### src/rtl/dn_pkg.sv
package dn_pkg;

	////////////////////
	// data stream

	// one word on the stream
	localparam int DATA_WIDTH = 32;
	// leaves of the two-level tree
	localparam int NUM_LEAVES = 4;

	typedef logic [DATA_WIDTH-1:0] data_t;

	// switch command, bit 0 picks branch low, bit 1 picks branch high
	typedef enum logic [1:0] {
		CMD_NONE = 2'b00,
		CMD_LOW  = 2'b01,
		CMD_HIGH = 2'b10,
		CMD_DUP  = 2'b11
	} dist_cmd_e;

	////////////////////
	// configuration port

	localparam int AXIL_ADDR_WIDTH = 4;
	localparam int AXIL_DATA_WIDTH = 32;

	// only okay and slave error are ever returned
	typedef enum logic [1:0] {
		RESP_OKAY   = 2'b00,
		RESP_SLVERR = 2'b10
	} axil_resp_e;

	// register map
	// ctrl: bit 0 enable
	localparam logic [AXIL_ADDR_WIDTH-1:0] REG_CTRL_ADDR = 4'h0;
	// cmd: [1:0] root, [3:2] low child, [5:4] high child
	localparam logic [AXIL_ADDR_WIDTH-1:0] REG_CMD_ADDR  = 4'h4;

endpackage

### src/rtl/distribute_1x2_simple_comb.sv
module distribute_1x2_simple_comb #(
	parameter int DATA_WIDTH = 32
)(
	// incoming word
	input  logic                    i_valid,
	input  logic [DATA_WIDTH-1:0]   i_data_bus,
	// control
	input  logic                    i_en,
	input  dn_pkg::dist_cmd_e       i_cmd,
	// branch outputs, bit/word 1 is branch high
	output logic [1:0]              o_valid,
	output logic [2*DATA_WIDTH-1:0] o_data_bus
);

	////////////////////
	// mux inputs

	// pair 0 is the zero dummy, pair 1 the live word
	logic [1:0]              mux_valid;
	logic [2*DATA_WIDTH-1:0] mux_data;

	assign mux_valid = {i_valid, 1'b0};
	assign mux_data  = {i_data_bus, {DATA_WIDTH{1'b0}}};

	////////////////////
	// one mux per branch

	// branch low follows cmd bit 0
	mux_2x1_simple_comb #(
		.DATA_WIDTH (DATA_WIDTH)
	) u_mux_low (
		.i_valid    (mux_valid),
		.i_data_bus (mux_data),
		.i_en       (i_en),
		.i_cmd      (i_cmd[0]),
		.o_valid    (o_valid[0]),
		.o_data_bus (o_data_bus[0 +: DATA_WIDTH])
	);

	// branch high follows cmd bit 1
	// both bits set duplicates the word
	mux_2x1_simple_comb #(
		.DATA_WIDTH (DATA_WIDTH)
	) u_mux_high (
		.i_valid    (mux_valid),
		.i_data_bus (mux_data),
		.i_en       (i_en),
		.i_cmd      (i_cmd[1]),
		.o_valid    (o_valid[1]),
		.o_data_bus (o_data_bus[DATA_WIDTH +: DATA_WIDTH])
	);

endmodule

### src/rtl/dn_cfg_axil.sv
module dn_cfg_axil (
	input  logic                                   clk,
	input  logic                                   i_reset,
	// write address
	input  logic                                   i_s_axil_awvalid,
	input  logic [dn_pkg::AXIL_ADDR_WIDTH-1:0]     i_s_axil_awaddr,
	output logic                                   o_s_axil_awready,
	// write data
	input  logic                                   i_s_axil_wvalid,
	input  logic [dn_pkg::AXIL_DATA_WIDTH-1:0]     i_s_axil_wdata,
	input  logic [dn_pkg::AXIL_DATA_WIDTH/8-1:0]   i_s_axil_wstrb,
	output logic                                   o_s_axil_wready,
	// write response
	output logic                                   o_s_axil_bvalid,
	output dn_pkg::axil_resp_e                     o_s_axil_bresp,
	input  logic                                   i_s_axil_bready,
	// read address
	input  logic                                   i_s_axil_arvalid,
	input  logic [dn_pkg::AXIL_ADDR_WIDTH-1:0]     i_s_axil_araddr,
	output logic                                   o_s_axil_arready,
	// read data
	output logic                                   o_s_axil_rvalid,
	output logic [dn_pkg::AXIL_DATA_WIDTH-1:0]     o_s_axil_rdata,
	output dn_pkg::axil_resp_e                     o_s_axil_rresp,
	input  logic                                   i_s_axil_rready,
	// tree control
	output logic                                   o_en,
	output dn_pkg::dist_cmd_e                      o_cmd_root,
	output dn_pkg::dist_cmd_e                      o_cmd_low,
	output dn_pkg::dist_cmd_e                      o_cmd_high
);

	logic                               write_fire;
	logic                               read_fire;
	logic [dn_pkg::AXIL_DATA_WIDTH-1:0] ctrl_word;
	logic [dn_pkg::AXIL_DATA_WIDTH-1:0] cmd_word;
	logic [dn_pkg::AXIL_DATA_WIDTH-1:0] ctrl_next;
	logic [dn_pkg::AXIL_DATA_WIDTH-1:0] cmd_next;

	// byte-wise merge of write data into the current value
	function automatic logic [dn_pkg::AXIL_DATA_WIDTH-1:0] merge_strb(
		input logic [dn_pkg::AXIL_DATA_WIDTH-1:0]   old_word,
		input logic [dn_pkg::AXIL_DATA_WIDTH-1:0]   new_word,
		input logic [dn_pkg::AXIL_DATA_WIDTH/8-1:0] strb
	);
		logic [dn_pkg::AXIL_DATA_WIDTH-1:0] result;
		int                                 b;
		result = old_word;
		for (b = 0; b < dn_pkg::AXIL_DATA_WIDTH/8; b++)
		begin
			if (strb[b])
			begin
				result[8*b +: 8] = new_word[8*b +: 8];
			end
		end
		return result;
	endfunction

	////////////////////
	// register views

	always_comb
	begin
		// unused bits read as zero
		ctrl_word      = '0;
		ctrl_word[0]   = o_en;
		cmd_word       = '0;
		cmd_word[5:0]  = {o_cmd_high, o_cmd_low, o_cmd_root};
		ctrl_next      = merge_strb(ctrl_word, i_s_axil_wdata, i_s_axil_wstrb);
		cmd_next       = merge_strb(cmd_word, i_s_axil_wdata, i_s_axil_wstrb);
	end

	assign write_fire = o_s_axil_awready & i_s_axil_awvalid
		& o_s_axil_wready & i_s_axil_wvalid;
	assign read_fire  = o_s_axil_arready & i_s_axil_arvalid;

	////////////////////
	// write channel

	always_ff @(posedge clk)
	begin
		if (i_reset)
		begin
			o_s_axil_awready <= 1'b0;
			o_s_axil_wready  <= 1'b0;
			o_s_axil_bvalid  <= 1'b0;
			o_en             <= 1'b0;
			o_cmd_root       <= dn_pkg::CMD_NONE;
			o_cmd_low        <= dn_pkg::CMD_NONE;
			o_cmd_high       <= dn_pkg::CMD_NONE;
		end
		else
		begin
			// one-cycle ready pulse, needs address and data together
			// and no response still waiting
			o_s_axil_awready <= !o_s_axil_awready && !o_s_axil_bvalid
				&& i_s_axil_awvalid && i_s_axil_wvalid;
			o_s_axil_wready  <= !o_s_axil_awready && !o_s_axil_bvalid
				&& i_s_axil_awvalid && i_s_axil_wvalid;

			if (write_fire)
			begin
				o_s_axil_bvalid <= 1'b1;
				// unmapped address writes nothing
				if (i_s_axil_awaddr == dn_pkg::REG_CTRL_ADDR)
				begin
					o_en <= ctrl_next[0];
				end
				else if (i_s_axil_awaddr == dn_pkg::REG_CMD_ADDR)
				begin
					o_cmd_root <= dn_pkg::dist_cmd_e'(cmd_next[1:0]);
					o_cmd_low  <= dn_pkg::dist_cmd_e'(cmd_next[3:2]);
					o_cmd_high <= dn_pkg::dist_cmd_e'(cmd_next[5:4]);
				end
			end
			else if (o_s_axil_bvalid && i_s_axil_bready)
			begin
				o_s_axil_bvalid <= 1'b0;
			end
		end
	end

	// response code, held with bvalid
	always_ff @(posedge clk)
	begin
		if (write_fire)
		begin
			if (i_s_axil_awaddr == dn_pkg::REG_CTRL_ADDR
				|| i_s_axil_awaddr == dn_pkg::REG_CMD_ADDR)
			begin
				o_s_axil_bresp <= dn_pkg::RESP_OKAY;
			end
			else
			begin
				o_s_axil_bresp <= dn_pkg::RESP_SLVERR;
			end
		end
	end

	////////////////////
	// read channel

	always_ff @(posedge clk)
	begin
		if (i_reset)
		begin
			o_s_axil_arready <= 1'b0;
			o_s_axil_rvalid  <= 1'b0;
		end
		else
		begin
			// accept only with no read response pending
			o_s_axil_arready <= !o_s_axil_arready && !o_s_axil_rvalid
				&& i_s_axil_arvalid;
			if (read_fire)
			begin
				o_s_axil_rvalid <= 1'b1;
			end
			else if (o_s_axil_rvalid && i_s_axil_rready)
			begin
				o_s_axil_rvalid <= 1'b0;
			end
		end
	end

	// read payload
	always_ff @(posedge clk)
	begin
		if (read_fire)
		begin
			case (i_s_axil_araddr)
				dn_pkg::REG_CTRL_ADDR:
				begin
					o_s_axil_rdata <= ctrl_word;
					o_s_axil_rresp <= dn_pkg::RESP_OKAY;
				end
				dn_pkg::REG_CMD_ADDR:
				begin
					o_s_axil_rdata <= cmd_word;
					o_s_axil_rresp <= dn_pkg::RESP_OKAY;
				end
				default:
				begin
					// unmapped, zero data with error
					o_s_axil_rdata <= '0;
					o_s_axil_rresp <= dn_pkg::RESP_SLVERR;
				end
			endcase
		end
	end

endmodule

### src/rtl/dn_top.sv
module dn_top (
	input  logic                                     clk,
	input  logic                                     i_reset,
	// configuration port
	input  logic                                     i_s_axil_awvalid,
	input  logic [dn_pkg::AXIL_ADDR_WIDTH-1:0]       i_s_axil_awaddr,
	output logic                                     o_s_axil_awready,
	input  logic                                     i_s_axil_wvalid,
	input  logic [dn_pkg::AXIL_DATA_WIDTH-1:0]       i_s_axil_wdata,
	input  logic [dn_pkg::AXIL_DATA_WIDTH/8-1:0]     i_s_axil_wstrb,
	output logic                                     o_s_axil_wready,
	output logic                                     o_s_axil_bvalid,
	output dn_pkg::axil_resp_e                       o_s_axil_bresp,
	input  logic                                     i_s_axil_bready,
	input  logic                                     i_s_axil_arvalid,
	input  logic [dn_pkg::AXIL_ADDR_WIDTH-1:0]       i_s_axil_araddr,
	output logic                                     o_s_axil_arready,
	output logic                                     o_s_axil_rvalid,
	output logic [dn_pkg::AXIL_DATA_WIDTH-1:0]       o_s_axil_rdata,
	output dn_pkg::axil_resp_e                       o_s_axil_rresp,
	input  logic                                     i_s_axil_rready,
	// data stream, no back-pressure
	input  logic                                     i_valid,
	input  dn_pkg::data_t                            i_data,
	output logic [dn_pkg::NUM_LEAVES-1:0]            o_valid,
	output dn_pkg::data_t [dn_pkg::NUM_LEAVES-1:0]   o_data
);

	// register outputs into the tree
	logic              en;
	dn_pkg::dist_cmd_e cmd_root;
	dn_pkg::dist_cmd_e cmd_low;
	dn_pkg::dist_cmd_e cmd_high;

	dn_cfg_axil u_cfg (
		.clk              (clk),
		.i_reset          (i_reset),
		.i_s_axil_awvalid (i_s_axil_awvalid),
		.i_s_axil_awaddr  (i_s_axil_awaddr),
		.o_s_axil_awready (o_s_axil_awready),
		.i_s_axil_wvalid  (i_s_axil_wvalid),
		.i_s_axil_wdata   (i_s_axil_wdata),
		.i_s_axil_wstrb   (i_s_axil_wstrb),
		.o_s_axil_wready  (o_s_axil_wready),
		.o_s_axil_bvalid  (o_s_axil_bvalid),
		.o_s_axil_bresp   (o_s_axil_bresp),
		.i_s_axil_bready  (i_s_axil_bready),
		.i_s_axil_arvalid (i_s_axil_arvalid),
		.i_s_axil_araddr  (i_s_axil_araddr),
		.o_s_axil_arready (o_s_axil_arready),
		.o_s_axil_rvalid  (o_s_axil_rvalid),
		.o_s_axil_rdata   (o_s_axil_rdata),
		.o_s_axil_rresp   (o_s_axil_rresp),
		.i_s_axil_rready  (i_s_axil_rready),
		.o_en             (en),
		.o_cmd_root       (cmd_root),
		.o_cmd_low        (cmd_low),
		.o_cmd_high       (cmd_high)
	);

	// two-stage tree, latency 2
	dn_tree_1x4 u_tree (
		.clk        (clk),
		.i_reset    (i_reset),
		.i_en       (en),
		.i_cmd_root (cmd_root),
		.i_cmd_low  (cmd_low),
		.i_cmd_high (cmd_high),
		.i_valid    (i_valid),
		.i_data     (i_data),
		.o_valid    (o_valid),
		.o_data     (o_data)
	);

endmodule

### src/rtl/dn_tree_1x4.sv
module dn_tree_1x4 (
	input  logic                                     clk,
	input  logic                                     i_reset,
	// configuration, sampled with each word at the root
	input  logic                                     i_en,
	input  dn_pkg::dist_cmd_e                        i_cmd_root,
	input  dn_pkg::dist_cmd_e                        i_cmd_low,
	input  dn_pkg::dist_cmd_e                        i_cmd_high,
	// input stream
	input  logic                                     i_valid,
	input  dn_pkg::data_t                            i_data,
	// leaves, leaf 0 in the lowest word
	output logic [dn_pkg::NUM_LEAVES-1:0]            o_valid,
	output dn_pkg::data_t [dn_pkg::NUM_LEAVES-1:0]   o_data
);

	////////////////////
	// level 0, root

	logic [1:0]                     root_valid;
	logic [2*dn_pkg::DATA_WIDTH-1:0] root_data;

	distribute_1x2_simple_comb #(
		.DATA_WIDTH (dn_pkg::DATA_WIDTH)
	) u_root (
		.i_valid    (i_valid),
		.i_data_bus (i_data),
		.i_en       (i_en),
		.i_cmd      (i_cmd_root),
		.o_valid    (root_valid),
		.o_data_bus (root_data)
	);

	////////////////////
	// stage 1 register

	// both branches plus the child settings that belong to this word
	logic [1:0]                      s1_valid;
	logic [2*dn_pkg::DATA_WIDTH-1:0] s1_data;
	logic                            s1_en;
	dn_pkg::dist_cmd_e               s1_cmd_low;
	dn_pkg::dist_cmd_e               s1_cmd_high;

	always_ff @(posedge clk)
	begin
		if (i_reset)
		begin
			s1_valid    <= '0;
			s1_data     <= '0;
			s1_en       <= 1'b0;
			s1_cmd_low  <= dn_pkg::CMD_NONE;
			s1_cmd_high <= dn_pkg::CMD_NONE;
		end
		else
		begin
			s1_valid    <= root_valid;
			s1_data     <= root_data;
			// settings travel with the word, no split across a reconfig
			s1_en       <= i_en;
			s1_cmd_low  <= i_cmd_low;
			s1_cmd_high <= i_cmd_high;
		end
	end

	////////////////////
	// level 1, children

	logic [1:0]                      low_valid;
	logic [2*dn_pkg::DATA_WIDTH-1:0] low_data;
	logic [1:0]                      high_valid;
	logic [2*dn_pkg::DATA_WIDTH-1:0] high_data;

	// low child feeds leaves 0 and 1
	distribute_1x2_simple_comb #(
		.DATA_WIDTH (dn_pkg::DATA_WIDTH)
	) u_child_low (
		.i_valid    (s1_valid[0]),
		.i_data_bus (s1_data[0 +: dn_pkg::DATA_WIDTH]),
		.i_en       (s1_en),
		.i_cmd      (s1_cmd_low),
		.o_valid    (low_valid),
		.o_data_bus (low_data)
	);

	// high child feeds leaves 2 and 3
	distribute_1x2_simple_comb #(
		.DATA_WIDTH (dn_pkg::DATA_WIDTH)
	) u_child_high (
		.i_valid    (s1_valid[1]),
		.i_data_bus (s1_data[dn_pkg::DATA_WIDTH +: dn_pkg::DATA_WIDTH]),
		.i_en       (s1_en),
		.i_cmd      (s1_cmd_high),
		.o_valid    (high_valid),
		.o_data_bus (high_data)
	);

	////////////////////
	// output register

	always_ff @(posedge clk)
	begin
		if (i_reset)
		begin
			o_valid <= '0;
			o_data  <= '0;
		end
		else
		begin
			// leaf order 3..0
			o_valid <= {high_valid, low_valid};
			o_data  <= {high_data, low_data};
		end
	end

endmodule

### src/rtl/mux_2x1_simple_comb.sv
module mux_2x1_simple_comb #(
	parameter int DATA_WIDTH = 32
)(
	// two valid/data pairs, pair 1 in the upper word
	input  logic [1:0]              i_valid,
	input  logic [2*DATA_WIDTH-1:0] i_data_bus,
	// control
	input  logic                    i_en,
	input  logic                    i_cmd,
	// selected pair
	output logic                    o_valid,
	output logic [DATA_WIDTH-1:0]   o_data_bus
);

	logic                  sel_valid;
	logic [DATA_WIDTH-1:0] sel_data;

	always_comb
	begin
		// pick the pair named by the select bit
		sel_valid = i_valid[i_cmd];
		sel_data  = i_data_bus[i_cmd*DATA_WIDTH +: DATA_WIDTH];

		// disabled or empty pair gives zero dummy data
		if (i_en && sel_valid)
		begin
			o_valid    = 1'b1;
			o_data_bus = sel_data;
		end
		else
		begin
			o_valid    = 1'b0;
			o_data_bus = '0;
		end
	end

endmodule

### config.mk
export PLATFORM = sky130hd
export DESIGN_NAME = dn_top
export DESIGN_NICKNAME = d
export VERILOG_FILES = /design/src/rtl/dn_pkg.sv /design/src/rtl/distribute_1x2_simple_comb.sv /design/src/rtl/dn_cfg_axil.sv /design/src/rtl/dn_top.sv /design/src/rtl/dn_tree_1x4.sv /design/src/rtl/mux_2x1_simple_comb.sv
export SDC_FILE = /design/constraint.sdc
export NUM_CORES = 1
export LEC_CHECK = 0
export BUFFER_PORTS_ARGS = -buffer_cell sky130_fd_sc_hd__buf_4
export CAP_MARGIN = 20
export CORE_ASPECT_RATIO = 2
export CORE_UTILIZATION = 35
export DETAILED_ROUTE_END_ITERATION = 10
export PLACE_DENSITY_LB_ADDON = 0.25
export SETUP_SLACK_MARGIN = 0.1
export SLEW_MARGIN = 20
export SYNTH_ARGS = -nofsm -noshare
export SYNTH_HDL_FRONTEND = slang
export SYNTH_SLANG_ARGS = --single-unit
### constraint.sdc
create_clock -name clk -period 2.8 [get_ports clk]
set_input_delay 0.14 -clock clk [delete_from_list [all_inputs] [get_ports clk]]
set_output_delay 0.14 -clock clk [all_outputs]
set_load 0.01 [all_outputs]
## After elaboration in Yosys (flattened, before gate mapping)

Index checks and enable logic that the tools add are counted.

- Register bits after elaboration: 250
- Bits in latches: 0
- Bits in writable memories: 0
- ROM bits: 0
- Bits of input ports: 84
- Output and inout bits: 173
- Word-level logic and storage cells: 103
- Memories kept: 0

- Add/subtract/negate cells: 0
- $mul: 0
- Div/mod/pow operators: 0
- $lt $le $gt $ge: 6
- Equality and inequality tests: 2
- Shift operators: 6
- Mux-type cells: 25
- Bitwise logic cells: 11
- Reductions and logical operators: 31

Operators with widths:

| cell | count |
|---|---|
| 64-bit by 7-bit indexed part select with 32-bit output | 6 |
| 1-bit 2-to-1 mux | 22 |
| 2-bit OR reduction | 7 |
| 1-bit logical AND | 13 |
| 1-bit by 2-bit less-than comparator with 1-bit output, second input constant | 6 |
| 6-bit one-hot mux with 2 select lines | 1 |
| 4-bit by 3-bit == test with 1-bit output, second input constant | 2 |
| 4-bit logical NOT | 2 |
| 1-bit inverter | 7 |
| 1-bit AND | 4 |
| 1-bit logical NOT | 4 |
| 2-bit 2-to-1 mux | 2 |
| 4-bit AND reduction | 1 |
| 2-bit nonzero test | 2 |
| 3-bit AND reduction | 1 |
| 1-bit logical OR | 1 |

## Depth between registers and ports, before layout

- Word-level depth: 5
- Gate-level depth with buffers: 4
- Mapped depth without buffers: 3

## Hierarchy

Synthesis repeated with hierarchy kept, for this count alone.

- Cells, all modules: 1207
- Area total of the unflattened synthesis: 11898.9 um2

By module, submodules not included:

| module | times used | cells an instance | area each (um2) | seq. area each (um2) |
|---|---|---|---|---|
| mux_2x1_simple_comb | 6 | 113 | 908.4 | 0.0 |
| dn_tree_1x4 | 1 | 428 | 5440.2 | 4063.9 |
| dn_cfg_axil | 1 | 98 | 997.2 | 460.4 |
| distribute_1x2_simple_comb | 3 | 1 | 3.8 | 0.0 |

## Worst setup path before layout

OpenSTA, ideal clock, no wires.

- Kind: input port to flip-flop
- Start: in i_s_axil_awaddr[1] (netlist bit)
- End: reg u_cfg.o_cmd_high[0]
- Library setup time: 0.121 ns
- Data arrival time: 1.280 ns
- Required time: 2.679 ns
- Setup slack: 1.399 ns
- Stages on the path: 4
- Buffers on the path: 1
- Cells stage by stage: or3_1 buf_6 nor3_4 mux2_2

- Cells in the longest elaborated chain, start to end: 3
- Elaborated cells between the ends (all ways): 4
- Classes of those cells: eq/ne: 1; bitwise: 1; reduce/logical: 2

RTL lines:

| what | RTL line | text |
|---|---|---|
| from (decl) | dn_top.sv:6 | `input logic [dn_pkg::AXIL_ADDR_WIDTH-1:0] i_s_axil_awaddr,` |
| 4-bit logical NOT | dn_cfg_axil.sv:105 | `if (i_s_axil_awaddr == dn_pkg::REG_CTRL_ADDR)` |
| 1-bit inverter (no source line) | n/a |  |
| 4-bit AND reduction (no source line) * | n/a |  |
| to (signal assigned) | dn_cfg_axil.sv:90 | `o_cmd_high <= dn_pkg::CMD_NONE;` |
| to (signal assigned) | dn_cfg_axil.sv:113 | `o_cmd_high <= dn_pkg::dist_cmd_e'(cmd_next[5:4]);` |
| to (decl) | dn_cfg_axil.sv:30 | `output dn_pkg::dist_cmd_e o_cmd_high` |

Mark *: on every way between the ends. The rest lies on a longest branch, timed or not.
A chain may end at the register's enable or synchronous reset.

## Worst setup path in the final report

- Start: in i_s_axil_awvalid
- End: reg u_cfg.o_s_axil_awready

- Cells in the longest elaborated chain, start to end: 2

RTL lines:

| what | RTL line | text |
|---|---|---|
| from (decl) | dn_top.sv:5 | `input logic i_s_axil_awvalid,` |
| 1-bit logical AND (2 in series) | dn_cfg_axil.sv:97 | `&& i_s_axil_awvalid && i_s_axil_wvalid;` |
| to (signal assigned) | dn_cfg_axil.sv:96 | `o_s_axil_awready <= !o_s_axil_awready && !o_s_axil_bvalid` |
| to (decl) | dn_cfg_axil.sv:7 | `output logic o_s_axil_awready,` |

Every way passes these cells.

==> impl_metrics.env <==
export IMPL_die_y_um=193
export IMPL_total_switching_power_mw=1.15
export IMPL_worst_r2r_path_depth=4
export IMPL_floorplan_io_pins=257
export IMPL_cts_made_buffers=19
export IMPL_timing_setup_tns_ns=0
export IMPL_routed_wire_length_per_instance_um=14.3
export IMPL_static_power_due_to_leakage_nw=4.24
export IMPL_final_max_slew_viol_count=0
export IMPL_placement_io_buffers=199
export IMPL_min_delay_path_depth=3
export IMPL_slew_headroom_pct=61.6
export IMPL_crit_path_top_delay_cell="sky130_fd_sc_hd__dlygate4sd3_1"
export IMPL_timing_final_crit_share_pct=61.8
export IMPL_worst_flop_to_flop_path_startpoint="u_cfg.o_s_axil_awready"
export IMPL_wire_length_of_the_first_global_routing_pass_um=21600
export IMPL_clock_latency_ns=0.47
export IMPL_syn_area_per_cell_um2=12.4
export IMPL_drt_total_wl_um=14200
export IMPL_cts_tree="done"
export IMPL_timing_setup_critical_path_class="in2reg"
export IMPL_clock_tree_htree_level_count=1
export IMPL_grt_setup_unrepaired="no"
export IMPL_achievable_frequency_ghz=0.577
export IMPL_clock_tree_root_cell="sky130_fd_sc_hd__clkbuf_16"
export IMPL_final_net_count=850
export IMPL_internal_reg_to_reg_setup_slack_ns=1.15
export IMPL_worstSetupStartpoint="i_s_axil_awvalid"
export IMPL_finalInstanceArea_mm2=0.00912
export IMPL_r2r_end="u_cfg.o_en"
export IMPL_critPathMaxStageDelay_ns=0.59
export IMPL_routed_via_count=4154
export IMPL_power_frac_clock_pct=45.6
export IMPL_worst_ir_drop_vdd_mv=0.388
export IMPL_hold_viol=0
export IMPL_cp_common_cell="sky130_fd_sc_hd__dlygate4sd3_1"
export IMPL_p_int_mw=4.99
export IMPL_placeableCoreArea_mm2=0.0178
export IMPL_synth_lib_cells_used_distinct=24
export IMPL_global_route_overflow_total=0
export IMPL_grt_max_degree=34
export IMPL_total_die_area_mm2=0.0188
export IMPL_cts_path_max_buffers=3
export IMPL_dieWidth_um=97.5
export IMPL_grt_pass1_vias=4235
export IMPL_worst_slew_pin_slew_ns=0.575
export IMPL_avgViaCountPerCell=4.20
export IMPL_pwr_share_comb_pct=2.6
export IMPL_critPathCaptureType="flop"
export IMPL_report_power_total_mw=6.13
export IMPL_result_of_the_run="completed"
export IMPL_detailedRoute_firstPassIterationCount=4
export IMPL_crit_arrival_ns=2.15
export IMPL_netlist_area_mm2=0.00638
export IMPL_critical_path_required_ns=3.22
export IMPL_share_of_the_yosys_chip_area_belonging_to_registers_pct=70.9
export IMPL_power_per_cell_area_mw_per_mm2=673
export IMPL_min_from="i_s_axil_wdata[5]"
export IMPL_number_of_nets_with_antenna_violations_after_routing=0
export IMPL_floorplan_rows=69
export IMPL_cts_sinks=222
export IMPL_ctsResizeCount=0
export IMPL_initialDrtViolationCount=45
export IMPL_hold_path_class="in2reg"
export IMPL_grt_util_all_layers_pct=14.7
export IMPL_area_post_placement_mm2=0.00799
export IMPL_final_min_clock_period_ns=1.73
export IMPL_floorplan_initialDensity_pct=35.9
export IMPL_clkSlewWorstSetupHoldPaths_ns=0.07
export IMPL_synth_seq_cells=222
export IMPL_swShare_pct=18.7
export IMPL_antenna_violations_before_repair=1
export IMPL_maxCapViolations=0
export IMPL_detail_route_drc_violations=0
export IMPL_crit_path_start_kind="input port"
export IMPL_postSynthCellCount=516
export IMPL_flow_area_growth_from_synthesis_pct=42.9
export IMPL_ys_warns=0
export IMPL_seq_power_share_pct=51.8
export IMPL_share_of_post_route_cells_with_drive_strength_above_1_pct=30.9
export IMPL_gp_congestion=0.704
export IMPL_hold_critical_path_endpoint="u_cfg.o_cmd_high[1]"
export IMPL_detailed_place_hpwl_um=10000
export IMPL_fin_worst_skew_ns=0.00666
export IMPL_finalSetupViolations=0
export IMPL_timing_critical_path_fanout_max=3
export IMPL_timing_critical_path_cells="dlygate4sd3_1, buf_4, nand2_1, dlygate4sd3_1, nor4_1, dlygate4sd3_1"
[worst max path at each step]
stage	cells after the start	to	slack (ns)
finish	6	u_cfg.o_s_axil_awready	1.07
global route	6	u_tree.o_data[49]	0.94
CTS	6	u_tree.o_data[33]	1.03
detailed placement	5	u_tree.o_data[56]	1.11
global placement	5	u_tree.o_data[54]	1.12
floorplan	4	u_cfg.o_cmd_high[0]	1.40
[sequential cells by signal (all words and copies together) (netlist names), 2 cells and up]
register              flops
u_tree.o_data           128
u_cfg.o_cmd_low           2
u_cfg.o_s_axil_rdata      6
u_tree.s1_valid           2
u_tree.s1_cmd_high        2
u_cfg.o_cmd_high          2
u_tree.s1_data           64
u_cfg.o_cmd_root          2
u_tree.s1_cmd_low         2
u_tree.o_valid            4
[cell usage after synthesis, drive strengths merged]
cell | number | area [um2]
mux2 | 4 | 45.0
nor2b | 10 | 62.6
buf | 30 | 229
dfxtp | 214 | 4280
clkbuf | 19 | 71.3
o41ai | 1 | 8.76
edfxtp | 8 | 240
nor4 | 1 | 6.26
nand2 | 1 | 3.75
a21oi | 2 | 10.0
nor4b | 1 | 8.76
and2 | 193 | 1210
inv | 4 | 15.0
nor2 | 3 | 11.3
nand2b | 4 | 25.0
or3 | 1 | 6.26
and3 | 12 | 75.1
mux2i | 3 | 30.0
nand4 | 1 | 6.26
conb | 1 | 3.75
nor3 | 2 | 21.3
o31ai | 1 | 7.51
[layout make-up]
type                            instances  area, um2
Clock buffer                           24        534
Sequential cell                       222       4520
Antenna cell                            1       2.50
Clock inverter                          7        135
Tap cell                              213        267
Multi-Input combinational cell        268       1640
Timing Repair Buffer                  251       2000
Inverter                                4       15.0
Fill cell                            1556       8670
[layout by cell type, fill, tap and decap left out, drive strengths merged, types with 3 or more instances in the layout]
master       synthesis  final
and2               193    193
and3                12     12
buf                 30    205
bufinv               0      4
clkbuf              19     24
clkinv               0      3
conb                 1     28
dfxtp              214    214
dlygate4sd3          0     46
edfxtp               8      8
inv                  4      4
mux2                 4      4
mux2i                3      3
nand2b               4      4
nor2                 3      3
nor2b               10     10
[per-layer routing]
metal	wire length [um]	track usage, %	vias to the layer above
li1	-	-	2029
met1	4730	13.5	1941
met2	8150	30.3	154
met3	846	3.04	30
met4	467	6.33	0
met5	0	0	-
[power by group through the flow]
stage	sequential [mW]	combinational, mW	clock [mW]
floorplan	3.25	0.0608	0
global placement	3.25	0.106	0
detailed placement	3.25	0.106	0
CTS	3.18	0.158	2.86
global route	3.18	0.171	3.00
finish	3.18	0.158	2.79
[cells by family (layout without fill, tap and decap cells)]
| family | after synthesis | after routing | share of synthesized area, % |
|---|---|---|---|
| AOI/OAI and AO/OA | 4 | 4 | 0.412 |
| buffers and inverters | 53 | 286 | 4.94 |
| DFF | 222 | 222 | 70.9 |
| muxes | 7 | 7 | 1.18 |
| other | 1 | 29 | 0.0588 |
| and+or+nand+nor | 229 | 229 | 22.5 |
[per-stage QoR]
stage | setup WS (ns) | hold slack (ns) | std cells | util, %
4_1_cts | 1.03 | 0.0123 | 989 | 51.3
3_5_place_dp | 1.11 | 0.351 | 912 | 44.9
6_report | 1.07 | 0.0348 | 990 | 51.3
2_1_floorplan | 1.40 | 0.221 | 543 | -
5_1_grt | 0.936 | 0.0217 | 990 | 51.3
3_3_place_gp | 1.12 | 0.350 | 912 | 44.9
[worst max-delay path: cells and delay by family]
kind                   cells  cell delay (ns)
and+or+nand+nor            2             0.24
buffers and inverters      4             1.77
[repair_timing]
| item | in CTS | in global routing |
|---|---|---|
| hold buffers | 46 | 0 |
| endpoints found under the hold margin | 75 | 0 |
| buffers inserted | 0 | 0 |
| endpoints found under the setup margin | 0 | 0 |
(Power assumes the default switching activity.)
